File: src/lc4_pkg.sv
// LC4 pipeline shared definitions
// Widths, opcodes, reset PC, decoded control and the per-stage payloads
// that travel between pipeline latches and out of the core
package lc4_pkg;

   localparam int WORD_W   = 16;
   localparam int REG_W    = 3;
   localparam int NUM_REGS = 8;

   typedef logic [WORD_W-1:0] word_t;
   typedef logic [REG_W-1:0]  reg_idx_t;

   localparam word_t RESET_PC = 16'h8200;

   // Opcode field, insn[15:12]
   localparam logic [3:0] OP_BR    = 4'b0000;
   localparam logic [3:0] OP_ADD   = 4'b0001;
   localparam logic [3:0] OP_LDR   = 4'b0110;
   localparam logic [3:0] OP_STR   = 4'b0111;
   localparam logic [3:0] OP_CONST = 4'b1001;

   // Same bit order as the BR mask in insn[11:9]
   typedef struct packed {
      logic n;
      logic z;
      logic p;
   } nzp_t;

   // All zero is a bubble
   typedef struct packed {
      logic     valid;
      reg_idx_t rs;
      logic     rs_re;
      reg_idx_t rt;
      logic     rt_re;
      reg_idx_t rd;
      logic     rd_we;
      logic     nzp_we;
      logic     is_load;
      logic     is_store;
      logic     is_branch;
   } ctrl_t;

   // Fetch to Decode
   typedef struct packed {
      logic  valid;
      word_t pc;
      word_t insn;
   } fd_t;

   // Decode to Execute
   typedef struct packed {
      word_t pc;
      word_t insn;
      ctrl_t ctrl;
      word_t rs_data;
      word_t rt_data;
   } dx_t;

   // Execute to Memory
   typedef struct packed {
      word_t pc;
      word_t insn;
      ctrl_t ctrl;
      word_t result;
      word_t st_data;
      nzp_t  nzp;
   } xm_t;

   // Memory to Writeback, adds the loaded word
   typedef struct packed {
      word_t pc;
      word_t insn;
      ctrl_t ctrl;
      word_t result;
      word_t st_data;
      nzp_t  nzp;
      word_t ld_data;
   } mw_t;

   // Operand source in Execute
   typedef enum logic [1:0] {
      FWD_REG,
      FWD_M,
      FWD_W
   } fwd_sel_t;

   typedef struct packed {
      logic  we;
      word_t addr;
      word_t wdata;
   } dmem_req_t;

   // One record per retired instruction
   typedef struct packed {
      logic     valid;
      word_t    pc;
      word_t    insn;
      logic     rd_we;
      reg_idx_t rd;
      word_t    rd_data;
      logic     nzp_we;
      nzp_t     nzp;
   } commit_t;

endpackage
File: src/lc4_processor.sv
// LC4 five-stage pipelined core
// Fetch, Decode, Execute, Memory and Writeback with full bypassing,
// one-bubble load-use stall and not-taken prediction resolved in Execute.
// Emits a commit record for every retired instruction
`timescale 1ns/10ps

module lc4_processor (
   input  logic               clk,
   input  logic               i_arst_n,
   output lc4_pkg::word_t     o_pc,
   input  lc4_pkg::word_t     i_insn,
   output lc4_pkg::dmem_req_t o_dmem,
   input  lc4_pkg::word_t     i_dmem_rdata,
   output lc4_pkg::commit_t   o_commit
);

   lc4_pkg::word_t    pc;
   lc4_pkg::fd_t      fd_d, fd_q;
   lc4_pkg::dx_t      dx_d, dx_q;
   lc4_pkg::xm_t      xm_d, xm_q;
   lc4_pkg::mw_t      mw_d, mw_q;
   lc4_pkg::ctrl_t    dec_ctrl, d_ctrl;
   lc4_pkg::word_t    d_rs_data, d_rt_data;
   lc4_pkg::word_t    x_a, x_b, x_result, w_data;
   lc4_pkg::fwd_sel_t fwd_a, fwd_b;
   lc4_pkg::nzp_t     x_nzp;
   logic              stall, flush, taken;

   // Fetch
   always_ff @(posedge clk or negedge i_arst_n) begin
      if (!i_arst_n) begin
         pc <= lc4_pkg::RESET_PC;
      end else if (taken) begin
         pc <= x_result;
      end else if (!stall) begin
         pc <= pc + 16'd1;
      end
   end
   assign o_pc = pc;
   assign fd_d = '{valid: 1'b1, pc: pc, insn: i_insn};

   lc4_stage_reg #(.T_PAYLOAD(lc4_pkg::fd_t)) u_fd (
      .clk(clk), .i_arst_n(i_arst_n), .i_hold(stall), .i_flush(flush), .i_d(fd_d), .o_q(fd_q));

   // Decode, a flushed slot decodes to a bubble
   lc4_decoder u_dec (.i_insn(fd_q.insn), .o_ctrl(dec_ctrl));
   assign d_ctrl = fd_q.valid ? dec_ctrl : '0;

   lc4_regfile u_rf (
      .clk(clk), .i_arst_n(i_arst_n),
      .i_rs(d_ctrl.rs), .i_rt(d_ctrl.rt), .o_rs_data(d_rs_data), .o_rt_data(d_rt_data),
      .i_rd(mw_q.ctrl.rd), .i_rd_we(mw_q.ctrl.rd_we), .i_rd_data(w_data));

   assign dx_d = '{pc: fd_q.pc, insn: fd_q.insn, ctrl: d_ctrl,
                   rs_data: d_rs_data, rt_data: d_rt_data};

   // Bubble in on load-use or taken branch
   lc4_stage_reg #(.T_PAYLOAD(lc4_pkg::dx_t)) u_dx (
      .clk(clk), .i_arst_n(i_arst_n), .i_hold(1'b0), .i_flush(stall | flush),
      .i_d(dx_d), .o_q(dx_q));

   lc4_hazard_unit u_haz (
      .i_d_ctrl(d_ctrl), .i_x_ctrl(dx_q.ctrl), .i_m_ctrl(xm_q.ctrl), .i_w_ctrl(mw_q.ctrl),
      .i_taken(taken), .o_fwd_a(fwd_a), .o_fwd_b(fwd_b), .o_stall(stall), .o_flush(flush));

   // Execute bypass muxes
   assign x_a = (fwd_a == lc4_pkg::FWD_M) ? xm_q.result :
                (fwd_a == lc4_pkg::FWD_W) ? w_data : dx_q.rs_data;
   assign x_b = (fwd_b == lc4_pkg::FWD_M) ? xm_q.result :
                (fwd_b == lc4_pkg::FWD_W) ? w_data : dx_q.rt_data;

   lc4_alu u_alu (
      .i_insn(dx_q.insn), .i_pc(dx_q.pc), .i_a(x_a), .i_b(x_b), .o_result(x_result));

   lc4_branch_unit u_br (
      .clk(clk), .i_arst_n(i_arst_n), .i_x_ctrl(dx_q.ctrl), .i_x_insn(dx_q.insn),
      .i_x_result(x_result), .o_nzp(x_nzp), .o_taken(taken));

   // Store data rides along as the forwarded rt value
   assign xm_d = '{pc: dx_q.pc, insn: dx_q.insn, ctrl: dx_q.ctrl,
                   result: x_result, st_data: x_b, nzp: x_nzp};

   lc4_stage_reg #(.T_PAYLOAD(lc4_pkg::xm_t)) u_xm (
      .clk(clk), .i_arst_n(i_arst_n), .i_hold(1'b0), .i_flush(1'b0), .i_d(xm_d), .o_q(xm_q));

   // Memory, address only meaningful for loads and stores
   assign o_dmem.we    = xm_q.ctrl.valid && xm_q.ctrl.is_store;
   assign o_dmem.addr  = (xm_q.ctrl.is_load || xm_q.ctrl.is_store) ? xm_q.result : '0;
   assign o_dmem.wdata = xm_q.st_data;

   assign mw_d = '{pc: xm_q.pc, insn: xm_q.insn, ctrl: xm_q.ctrl, result: xm_q.result,
                   st_data: xm_q.st_data, nzp: xm_q.nzp, ld_data: i_dmem_rdata};

   lc4_stage_reg #(.T_PAYLOAD(lc4_pkg::mw_t)) u_mw (
      .clk(clk), .i_arst_n(i_arst_n), .i_hold(1'b0), .i_flush(1'b0), .i_d(mw_d), .o_q(mw_q));

   // Writeback
   assign w_data = mw_q.ctrl.is_load ? mw_q.ld_data : mw_q.result;

   assign o_commit = '{valid: mw_q.ctrl.valid, pc: mw_q.pc, insn: mw_q.insn,
                       rd_we: mw_q.ctrl.rd_we, rd: mw_q.ctrl.rd, rd_data: w_data,
                       nzp_we: mw_q.ctrl.nzp_we, nzp: mw_q.nzp};

endmodule

File: src/lc4_branch_unit.sv
// LC4 condition codes and branch resolution
// Keeps the NZP register and decides taken for a branch in Execute
`timescale 1ns/10ps

module lc4_branch_unit (
   input  logic           clk,
   input  logic           i_arst_n,
   input  lc4_pkg::ctrl_t i_x_ctrl,
   input  lc4_pkg::word_t i_x_insn,
   input  lc4_pkg::word_t i_x_result,
   output lc4_pkg::nzp_t  o_nzp,
   output logic           o_taken
);

   lc4_pkg::nzp_t nzp_q;

   // Sign classification of the Execute result
   assign o_nzp.n = i_x_result[15];
   assign o_nzp.z = (i_x_result == '0);
   assign o_nzp.p = !i_x_result[15] && (i_x_result != '0);

   always_ff @(posedge clk or negedge i_arst_n) begin
      if (!i_arst_n) begin
         nzp_q <= '0;
      end else if (i_x_ctrl.valid && i_x_ctrl.nzp_we) begin
         nzp_q <= o_nzp;
      end
   end

   // Mask bits 11:9 line up with n, z, p
   assign o_taken = i_x_ctrl.valid && i_x_ctrl.is_branch && |(i_x_insn[11:9] & nzp_q);

endmodule

File: src/lc4_hazard_unit.sv
// LC4 hazard control
// Chooses Execute operand sources, detects load-use and flushes on a taken
// branch
`timescale 1ns/10ps

module lc4_hazard_unit (
   input  lc4_pkg::ctrl_t    i_d_ctrl,
   input  lc4_pkg::ctrl_t    i_x_ctrl,
   input  lc4_pkg::ctrl_t    i_m_ctrl,
   input  lc4_pkg::ctrl_t    i_w_ctrl,
   input  logic              i_taken,
   output lc4_pkg::fwd_sel_t o_fwd_a,
   output lc4_pkg::fwd_sel_t o_fwd_b,
   output logic              o_stall,
   output logic              o_flush
);

   // True when a live older instruction writes the given register
   function automatic logic writes(input lc4_pkg::ctrl_t c, input lc4_pkg::reg_idx_t src);
      return c.valid && c.rd_we && (c.rd == src);
   endfunction

   logic load_hit;

   // Memory is younger than Writeback, so it wins
   assign o_fwd_a = !i_x_ctrl.rs_re              ? lc4_pkg::FWD_REG :
                    writes(i_m_ctrl, i_x_ctrl.rs) ? lc4_pkg::FWD_M   :
                    writes(i_w_ctrl, i_x_ctrl.rs) ? lc4_pkg::FWD_W   : lc4_pkg::FWD_REG;
   assign o_fwd_b = !i_x_ctrl.rt_re              ? lc4_pkg::FWD_REG :
                    writes(i_m_ctrl, i_x_ctrl.rt) ? lc4_pkg::FWD_M   :
                    writes(i_w_ctrl, i_x_ctrl.rt) ? lc4_pkg::FWD_W   : lc4_pkg::FWD_REG;

   // Either Decode operand waiting on a load in Execute
   assign load_hit = i_x_ctrl.is_load &&
                     ((i_d_ctrl.rs_re && writes(i_x_ctrl, i_d_ctrl.rs)) ||
                      (i_d_ctrl.rt_re && writes(i_x_ctrl, i_d_ctrl.rt)));

   // A taken branch squashes the consumer anyway
   assign o_stall = load_hit && !i_taken;
   assign o_flush = i_taken;

endmodule

File: src/lc4_stage_reg.sv
// Pipeline latch for any stage payload
// Holds on stall, clears to a bubble on flush
`timescale 1ns/10ps

module lc4_stage_reg #(
   parameter type T_PAYLOAD = logic [15:0]
) (
   input  logic     clk,
   input  logic     i_arst_n,
   input  logic     i_hold,
   input  logic     i_flush,
   input  T_PAYLOAD i_d,
   output T_PAYLOAD o_q
);

   always_ff @(posedge clk or negedge i_arst_n) begin
      if (!i_arst_n) begin
         o_q <= '0;
      end else if (i_flush) begin
         // All zero leaves valid and every enable low
         o_q <= '0;
      end else if (!i_hold) begin
         o_q <= i_d;
      end
   end

endmodule

File: src/lc4_alu.sv
// LC4 Execute datapath
// Add result, load/store effective address, CONST value and branch target
`timescale 1ns/10ps

module lc4_alu (
   input  lc4_pkg::word_t i_insn,
   input  lc4_pkg::word_t i_pc,
   input  lc4_pkg::word_t i_a,
   input  lc4_pkg::word_t i_b,
   output lc4_pkg::word_t o_result
);

   lc4_pkg::word_t imm5;
   lc4_pkg::word_t imm6;
   lc4_pkg::word_t imm9;

   // Sign-extended immediates
   assign imm5 = {{11{i_insn[4]}}, i_insn[4:0]};
   assign imm6 = {{10{i_insn[5]}}, i_insn[5:0]};
   assign imm9 = {{7{i_insn[8]}}, i_insn[8:0]};

   always_comb begin
      case (i_insn[15:12])
         lc4_pkg::OP_ADD:   o_result = i_insn[5] ? i_a + imm5 : i_a + i_b;
         lc4_pkg::OP_CONST: o_result = imm9;
         lc4_pkg::OP_LDR,
         lc4_pkg::OP_STR:   o_result = i_a + imm6;
         // Target relative to the next PC
         lc4_pkg::OP_BR:    o_result = i_pc + 16'd1 + imm9;
         default:           o_result = '0;
      endcase
   end

endmodule

File: src/lc4_regfile.sv
// LC4 register file
// Eight 16-bit registers, two read ports and one write port.
// A same-cycle write is passed straight to the readers
`timescale 1ns/10ps

module lc4_regfile (
   input  logic              clk,
   input  logic              i_arst_n,
   input  lc4_pkg::reg_idx_t i_rs,
   input  lc4_pkg::reg_idx_t i_rt,
   output lc4_pkg::word_t    o_rs_data,
   output lc4_pkg::word_t    o_rt_data,
   input  lc4_pkg::reg_idx_t i_rd,
   input  logic              i_rd_we,
   input  lc4_pkg::word_t    i_rd_data
);

   lc4_pkg::word_t regs [lc4_pkg::NUM_REGS];

   always_ff @(posedge clk or negedge i_arst_n) begin
      if (!i_arst_n) begin
         regs <= '{default: '0};
      end else if (i_rd_we) begin
         regs[i_rd] <= i_rd_data;
      end
   end

   // Writeback to Decode bypass
   assign o_rs_data = (i_rd_we && i_rd == i_rs) ? i_rd_data : regs[i_rs];
   assign o_rt_data = (i_rd_we && i_rd == i_rt) ? i_rd_data : regs[i_rt];

endmodule

File: src/lc4_decoder.sv
// LC4 instruction decoder
// Turns a 16-bit instruction into source, destination and flag controls.
// Only ADD, CONST, LDR, STR and BR set any enable; the rest decode as no-ops
`timescale 1ns/10ps

module lc4_decoder (
   input  lc4_pkg::word_t i_insn,
   output lc4_pkg::ctrl_t o_ctrl
);

   logic [3:0] opcode;

   assign opcode = i_insn[15:12];

   always_comb begin
      // Field positions common to most formats
      o_ctrl       = '0;
      o_ctrl.valid = 1'b1;
      o_ctrl.rs    = i_insn[8:6];
      o_ctrl.rt    = i_insn[2:0];
      o_ctrl.rd    = i_insn[11:9];

      case (opcode)
         lc4_pkg::OP_ADD: begin
            // Register form needs sub-op 000, imm5 form has bit 5 set
            if (i_insn[5]) begin
               o_ctrl.rs_re  = 1'b1;
               o_ctrl.rd_we  = 1'b1;
               o_ctrl.nzp_we = 1'b1;
            end else if (i_insn[4:3] == 2'b00) begin
               o_ctrl.rs_re  = 1'b1;
               o_ctrl.rt_re  = 1'b1;
               o_ctrl.rd_we  = 1'b1;
               o_ctrl.nzp_we = 1'b1;
            end
         end
         lc4_pkg::OP_CONST: begin
            o_ctrl.rd_we  = 1'b1;
            o_ctrl.nzp_we = 1'b1;
         end
         lc4_pkg::OP_LDR: begin
            o_ctrl.rs_re   = 1'b1;
            o_ctrl.rd_we   = 1'b1;
            o_ctrl.is_load = 1'b1;
         end
         lc4_pkg::OP_STR: begin
            // Store data register sits in the rd slot
            o_ctrl.rt       = i_insn[11:9];
            o_ctrl.rs_re    = 1'b1;
            o_ctrl.rt_re    = 1'b1;
            o_ctrl.is_store = 1'b1;
         end
         lc4_pkg::OP_BR: begin
            // Mask 000 never resolves taken
            o_ctrl.is_branch = 1'b1;
         end
         default: begin
            // Unsupported, retires with no effect
         end
      endcase
   end

endmodule

File: config.mk
export PLATFORM = sky130hd
export DESIGN_NAME = lc4_processor
export DESIGN_NICKNAME = d
export VERILOG_FILES = /design/src/lc4_pkg.sv /design/src/lc4_processor.sv /design/src/lc4_branch_unit.sv /design/src/lc4_hazard_unit.sv /design/src/lc4_stage_reg.sv /design/src/lc4_alu.sv /design/src/lc4_regfile.sv /design/src/lc4_decoder.sv
export SDC_FILE = /design/constraint.sdc
export NUM_CORES = 1
export LEC_CHECK = 0
export BUFFER_PORTS_ARGS = -buffer_cell sky130_fd_sc_hd__buf_2
export CORE_ASPECT_RATIO = 0.5
export CORE_UTILIZATION = 50
export DETAILED_ROUTE_END_ITERATION = 8
export MAX_ROUTING_LAYER = met4
export PLACE_DENSITY = 0.65
export SKIP_LAST_GASP = 1
export SYNTH_ARGS = -nofsm -noshare
export SYNTH_HDL_FRONTEND = slang
export SYNTH_SLANG_ARGS = --single-unit
File: constraint.sdc
create_clock -name clk -period 6.1 [get_ports clk]
set_clock_uncertainty 0.1 [all_clocks]
set_input_delay 0.915 -clock clk [delete_from_list [all_inputs] [get_ports clk]]
set_output_delay 0.915 -clock clk [all_outputs]
set_load 0.05 [all_outputs]
Word-level counts from Yosys, hierarchy flattened
Cells that the tools add are included.
Storage, ports and cells
  bits in latches: 0
  output and inout bits: 106
  bits in registers: 410
  memories kept: 0
  word-level logic and storage cells: 169
  bits in writable memories: 0
  memory bits (read-only): 0
Operators by class
  divide/modulo/power cells: 0
  reduce and logical (&&, ||, !) cells: 34
  bitwise operators: 5
  multipliers: 0
  equality and inequality tests: 21
  muxes and demuxes: 44
  add/subtract/negate cells: 6
  shift-type cells: 0
  order comparisons: 4
Operators by type and width (count)
  16-bit 2-to-1 mux: 16
  128-bit bitwise mux: 1
  16-bit binary-select mux with 3-bit select: 2
  81-bit 2-to-1 mux: 1
  33-bit 2-to-1 mux: 2
  16-bit adder: 4
  16-bit one-hot mux with 4 select lines: 1
  16-bit demux with 3-bit select: 1
  16-bit by 1-bit adder with 16-bit output (second input constant): 2
  3-bit == test: 8
  1-bit logical AND: 21
  17-bit 2-to-1 mux: 1
  4-bit by 3-bit == test with 1-bit output (second input constant): 4
  16-bit logical NOT: 1
  2-bit 2-to-1 mux: 8
  16-bit nonzero test: 1
  4-bit greater-or-equal comparator (second input constant): 3
  3-bit NOT with 4-bit output: 3
  4-bit by 1-bit == test with 1-bit output (second input constant): 2
  4-bit == test (second input constant): 2
  4-bit logical NOT: 2
  1-bit one-hot mux with 2 select lines: 4
  1-bit 2-to-1 mux: 6
  2-bit OR reduction: 3
  11 further kinds: 15

Logic depth before layout (Yosys ltp)
  depth after elaboration: 13
  mapped depth: 20
  gate-level depth less buffers: 18

By module
From an unflattened synthesis, not the netlist that was laid out.
Unflattened totals
  cell total of the unflattened synthesis: 2065
  area total of the unflattened synthesis: 24546.0 µm²
By module, submodules not included
  lc4_regfile: instances 1, area each 7526.0 µm², cells each 452
  lc4_stage_reg (u_mw): instances 1, area each 4091.4 µm², cells each 322
  lc4_stage_reg (u_xm): instances 1, area each 3462.1 µm², cells each 271
  lc4_stage_reg (u_dx): instances 1, area each 3308.2 µm², cells each 261
  lc4_processor: instances 1, area each 2371.0 µm², cells each 340
  lc4_alu: instances 1, area each 1789.2 µm², cells each 237
  lc4_stage_reg (u_fd): instances 1, area each 1367.6 µm², cells each 107
  lc4_hazard_unit: instances 1, area each 251.5 µm², cells each 32
  lc4_decoder: instances 1, area each 195.2 µm², cells each 25
  lc4_branch_unit: instances 1, area each 183.9 µm², cells each 18

Worst setup path before layout
OpenSTA, ideal clock, no wires.
  kind: reg2reg
  start point: reg u_dx.o_q[43] (netlist bit)
  end point: reg u_br.nzp_q[1] (netlist bit)
  required time: 5908 ps
  data arrival time: 5265 ps
  cell stages (with the launch flop): 20
  library setup time: 92 ps
  setup slack: 644 ps
  cell sequence: dfrtp_1 -> xor2_1 -> or4_1 -> nand2_1 -> clkbuf_1 -> nor2_1 -> a221o_1 -> nand2_1 -> o21ai_0 -> ha_1 -> fa_1 -> a211oi_1 -> o21bai_1 -> o2111ai_1 -> nand3b_1 -> a311o_1 -> or3_1 -> or4_1 -> or4_4 -> o31ai_2
On the way
  cells in the longest elaborated chain, start to end: 12
  elaborated cells between the ends (all ways): 15
RTL lines
  from (decl): line lc4_stage_reg.sv:13  | output T_PAYLOAD o_q
  from (signal assigned): line lc4_stage_reg.sv:23  | o_q <= i_d;
  3-bit == test: line lc4_hazard_unit.sv:20  | return c.valid && c.rd_we && (c.rd == src);
  1-bit logical AND: line lc4_hazard_unit.sv:20
  2-bit 2-to-1 mux: line lc4_hazard_unit.sv:31  | writes(i_w_ctrl, i_x_ctrl.rt) ? lc4_pkg::FWD_W : lc4_pkg::FWD_REG;
  2-bit 2-to-1 mux (*): line lc4_hazard_unit.sv:30  | writes(i_m_ctrl, i_x_ctrl.rt) ? lc4_pkg::FWD_M :
  2-bit 2-to-1 mux (*): line lc4_hazard_unit.sv:29  | assign o_fwd_b = !i_x_ctrl.rt_re ? lc4_pkg::FWD_REG :
  2-bit == test: line lc4_processor.sv:70  | (fwd_b == lc4_pkg::FWD_W) ? w_data : dx_q.rt_data;
  16-bit 2-to-1 mux: line lc4_processor.sv:70
  16-bit 2-to-1 mux (*): line lc4_processor.sv:69  | assign x_b = (fwd_b == lc4_pkg::FWD_M) ? xm_q.result :
  via u_alu.i_b[0]: line lc4_alu.sv:9  | input lc4_pkg::word_t i_b,
  16-bit adder (*): line lc4_alu.sv:24  | lc4_pkg::OP_ADD: o_result = i_insn[5] ? i_a + imm5 : i_a + i_b;
  16-bit 2-to-1 mux (*): line lc4_alu.sv:24
  16-bit one-hot mux with 4 select lines (*): line lc4_alu.sv:23  | case (i_insn[15:12])
  via u_alu.o_result[10]: line lc4_alu.sv:10  | output lc4_pkg::word_t o_result
  16-bit logical NOT (*): line lc4_branch_unit.sv:19  | assign o_nzp.z = (i_x_result == '0);
  to (signal assigned): line lc4_branch_unit.sv:26  | nzp_q <= o_nzp;
  to (decl): line lc4_branch_unit.sv:15  | lc4_pkg::nzp_t nzp_q;
The timed path passes the listed nets; every way through them passes the cells marked *.
A chain may end at the register's enable or synchronous reset.

Worst setup path after layout
Same ends and word-level chain as after synthesis.

==> flow_results.xml <==
<?xml version="1.0" encoding="UTF-8"?>
<metrics>
  <group name="outcome">
    <metric name="run_status" unit="">finished, violations left</metric>
    <metric name="violations" unit="">DRC</metric>
  </group>
  <group name="layout">
    <metric name="final_layout_size_suffix_gt1_share" unit="%">18.92</metric>
    <metric name="most-common-layout-cells" unit="">406 x dfrtp_1, 207 x nand2_1, 182 x nor2_1</metric>
    <metric name="layout.nets" unit="">1929</metric>
    <metric name="fillers" unit="">3153</metric>
    <metric name="multi_input_area" unit="µm²">7915</metric>
    <metric name="layout-area-overhead-vs-synth" unit="%">12.58</metric>
    <metric name="register_area" unit="µm²">10210</metric>
    <metric name="antenna_fix_cells" unit="">0</metric>
    <metric name="finish.utilization" unit="%">57.20</metric>
    <metric name="mostFrequentLayoutCell" unit="">dfrtp_1</metric>
    <metric name="fin_cells" unit="">2386</metric>
  </group>
  <group name="drt">
    <metric name="drc_errors" unit="">1</metric>
    <metric name="detail_route.first_pass.iterations" unit="">9</metric>
    <metric name="dr.first_iter.drc_count" unit="">1183</metric>
    <metric name="antenna_violating_nets_post_route" unit="">0</metric>
    <metric name="finalWirelength" unit="µm">49890</metric>
    <metric name="detailroute.via_count" unit="">13690</metric>
    <metric name="average_via_count_per_standard_cell" unit="">5.736</metric>
    <metric name="detail_route.wl_per_cell" unit="µm">20.91</metric>
  </group>
  <group name="synthesis">
    <metric name="yosys_warnings" unit="">0</metric>
    <metric name="synth_area_per_cell" unit="µm²">10.54</metric>
    <metric name="postSynth.topFlopCell" unit="">dfrtp_1</metric>
    <metric name="synth_nets" unit="">1873</metric>
    <metric name="synth_cell_types" unit="">75</metric>
    <metric name="share_of_async_settable_or_async_resettable_flops_after_synthesis" unit="%">100.0</metric>
    <metric name="synth_seq_area_share" unit="%">53.64</metric>
    <metric name="synth_edf_count" unit="">0</metric>
    <metric name="synth.cell_area" unit="µm²">19040</metric>
    <metric name="synth_seq_cells" unit="">408</metric>
    <metric name="synth_cells" unit="">1806</metric>
  </group>
  <group name="sta">
    <metric name="final_period_util" unit="%">92.48</metric>
    <metric name="worst_slew_margin_rel" unit="%">24.01</metric>
    <metric name="final-setup-viol-count" unit="">0</metric>
    <metric name="tightestPinTransition" unit="ns">1.137</metric>
    <metric name="highest_clock_rate" unit="MHz">177.3</metric>
    <metric name="fin_setup_tns" unit="ns">0</metric>
    <metric name="worst_hold_slack" unit="ns">0.2464</metric>
    <metric name="finalHoldViolCount" unit="">0</metric>
    <metric name="grt_setup_unrepaired" unit="">no</metric>
    <metric name="finalCriticalPeriod" unit="ns">5.641</metric>
    <metric name="final_max_slew_viol_count" unit="">0</metric>
  </group>
  <group name="floorplan">
    <metric name="fp-row-count" unit="">50</metric>
    <metric name="floorplan.io_pins" unit="">140</metric>
    <metric name="die_area" unit="µm²">38910</metric>
    <metric name="die_height" unit="µm">140.0</metric>
    <metric name="core_region_area" unit="µm²">37470</metric>
    <metric name="die_width" unit="µm">278.0</metric>
    <metric name="initial_core_util" unit="%">50.80</metric>
  </group>
  <group name="grt">
    <metric name="track_usage" unit="%">26.91</metric>
    <metric name="grt_util_met1" unit="%">39.67</metric>
    <metric name="groute.layer.met3.usage" unit="%">4.070</metric>
    <metric name="grt_start_max_net_pins" unit="">124</metric>
    <metric name="global_route.overflow_total" unit="">0</metric>
    <metric name="initial_antenna_violation_count" unit="">0</metric>
    <metric name="grt_pass1_vias" unit="">13160</metric>
    <metric name="globalRouteMet2Util" unit="%">39.34</metric>
    <metric name="grt-busiest-layer" unit="">met1</metric>
    <metric name="grt_pass1_wl" unit="µm">78370</metric>
  </group>
  <group name="clock_tree">
    <metric name="cts_max_path_buffers" unit="">3</metric>
    <metric name="path_clk_slew" unit="ns">0.07</metric>
    <metric name="postCtsSetupRepairBufs" unit="">0</metric>
    <metric name="clock_net_sink_count" unit="">408</metric>
    <metric name="cts_tree" unit="">yes</metric>
    <metric name="clock_tree.htree_level_count" unit="">2</metric>
    <metric name="insertion_delay" unit="ns">0.55</metric>
    <metric name="clock_tree.root_cell" unit="">clkbuf_16</metric>
    <metric name="cts_inserted_buffers" unit="">38</metric>
  </group>
  <group name="setup_path">
    <metric name="crit_fanout" unit="">20</metric>
    <metric name="critical_path.startpoint_type" unit="">register</metric>
    <metric name="worstPathArrival" unit="ns">6.00</metric>
    <metric name="timing.critical_path.max_delay_family" unit="">simple AND/OR/NAND/NOR gates</metric>
    <metric name="setup.worst_path.end_class" unit="">register</metric>
    <metric name="worst_path_most_repeated_cell" unit="">or4_1</metric>
    <metric name="timing.critical_path.cells" unit="">xor2_1 -&gt; or4_1 -&gt; nand2_1 -&gt; buf_4 -&gt; nor2_1 -&gt; a221o_1 -&gt; mux2_2 -&gt; ha_1 -&gt; a211oi_1 -&gt; o21bai_1 -&gt; o2111ai_1 -&gt; nand3b_1 -&gt; a311o_1 -&gt; or3_1 -&gt; or4_1 -&gt; or4_4 -&gt; o31ai_2</metric>
    <metric name="critical-path-slowest-cell" unit="">or4_1</metric>
    <metric name="cp_num_buf_inv" unit="">1</metric>
    <metric name="crit_type" unit="">reg -&gt; reg</metric>
    <metric name="timing.critical_path.slowest_cell_delay" unit="ns">0.58</metric>
    <metric name="critPathRequiredTime" unit="ns">6.46</metric>
  </group>
  <group name="placement">
    <metric name="placement.io_buffers" unit="">139</metric>
    <metric name="post_dp_hpwl" unit="µm">32950</metric>
    <metric name="numPlacedInstances" unit="">2316</metric>
    <metric name="routability_congestion_estimate" unit="">0.9185</metric>
  </group>
  <group name="power_and_ir_drop">
    <metric name="p_total" unit="mW">10.76</metric>
    <metric name="cellLeakagePower" unit="nW">9.916</metric>
    <metric name="power.ir.vdd_worst" unit="mV">0.2013</metric>
    <metric name="power-per-cell-area" unit="nW/µm²">502.1</metric>
  </group>
  <group name="run">
    <metric name="timing.max_cap.violations" unit="">0</metric>
  </group>
  <group name="worst_hold_path">
    <metric name="hold_path_class" unit="">reg -&gt; reg</metric>
  </group>
</metrics>
==> through the flow <==
| step | worst slack [ns] | instance area [µm²] |
|---|---|---|
| after floorplan | 0.6436 | 19040 |
| after global placement | 0.4564 | 19970 |
| after detailed placement | 0.3508 | 19970 |
| after CTS | 0.3226 | 21430 |
| after global routing | 0.1264 | 21430 |
| final | 0.4586 | 21430 |
==> flip-flops by register name, indices dropped and copies added (netlist names) <==
name and flops:
u_br.nzp_q 3, u_xm.o_q 74, u_rf.regs 128, o_pc 16, u_fd.o_q 33, u_mw.o_q 73, u_dx.o_q 81
==> power breakdown <==
| group | internal [mW] | switching (mW) | total, mW |
|---|---|---|---|
| logic | 1.39 | 2.36 | 3.75 |
| clock network | 1.68 | 1.07 | 2.75 |
| registers | 3.58 | 0.676 | 4.25 |
| total | 6.65 | 4.11 | 10.8 |
==> worst paths after layout <==
| path | startpoint | to | slack, ns | cells past startpoint |
|---|---|---|---|---|
| worst max-delay path | u_dx.o_q[43] | u_br.nzp_q[1] | 0.46 | 17 |
| worst min-delay path | u_xm.o_q[68] | u_mw.o_q[84] | 0.25 | 0 |
| worst max register to register | u_dx.o_q[43] | u_br.nzp_q[1] | 0.46 | 17 |
| worst min register to register | u_xm.o_q[68] | u_mw.o_q[84] | 0.25 | 0 |
| max in group asynchronous | i_arst_n | u_mw.o_q[6] | 4.06 | 2 |
| min in group asynchronous | i_arst_n | u_mw.o_q[80] | 0.31 | 1 |
==> cells by family (layout without fill, tap and decap cells) <==
group / after synthesis / after routing / share of synthesized area [%]
mux: 114 / 114 / 9.253
xor+xnor: 53 / 53 / 2.438
simple gates: 563 / 563 / 13.57
compound gates: 433 / 433 / 13.70
flops: 408 / 408 / 53.64
buf+inv: 202 / 288 / 5.152
fa+ha+maj: 33 / 33 / 2.248
==> per-layer routing <==
metal  vias to the layer above  wire length (µm)
met3                        74              2932
met2                       405             22260
met4                         0               913
li1                       6411                 -
met5                         -                 0
met1                      6795             23790
==> layout make-up <==
class,count,area share (%)
inverter,25,0.4378
clock buffer,48,5.003
clock inverter,22,1.798
timing repair buffer,193,5.301
sequential,408,47.65
tap,494,2.884
multi-input combinational,1196,36.93
==> timing repair <==
action                                  in CTS  in global routing
gates resized for setup                      0                  1
endpoints found under the setup margin       0                  1
hold buffers                                 0                  0
==> synth_stat cells, types with 5 or more instances <==
cell type	n	area share (%)
xnor2_1	23	1.1
or4_1	5	0.20
a221o_1	8	0.42
o22ai_1	5	0.16
a21o_1	9	0.35
nand2_1	207	4.1
o31ai_1	5	0.20
inv_1	25	0.49
nand4_1	7	0.23
buf_4	57	2.2
nor2b_1	35	1.2
mux2i_1	41	2.2
o21ai_0	143	3.8
dfrtp_1	406	53
mux4_2	47	5.6
nand2b_1	11	0.36
o21a_1	5	0.20
a22oi_1	13	0.51
and3_1	48	1.6
mux2_2	26	1.5
nor3_1	9	0.24
buf_1	6	0.12
nand3_1	16	0.42
clkbuf_1	112	2.2
nor4_1	8	0.26
xor2_1	30	1.4
nor2_1	183	3.6
ha_1	31	2.0
a22o_1	12	0.55
a21oi_1	148	3.9
a211oi_1	41	1.6
a31oi_1	6	0.20
Power figures use the tool's default switching activity.
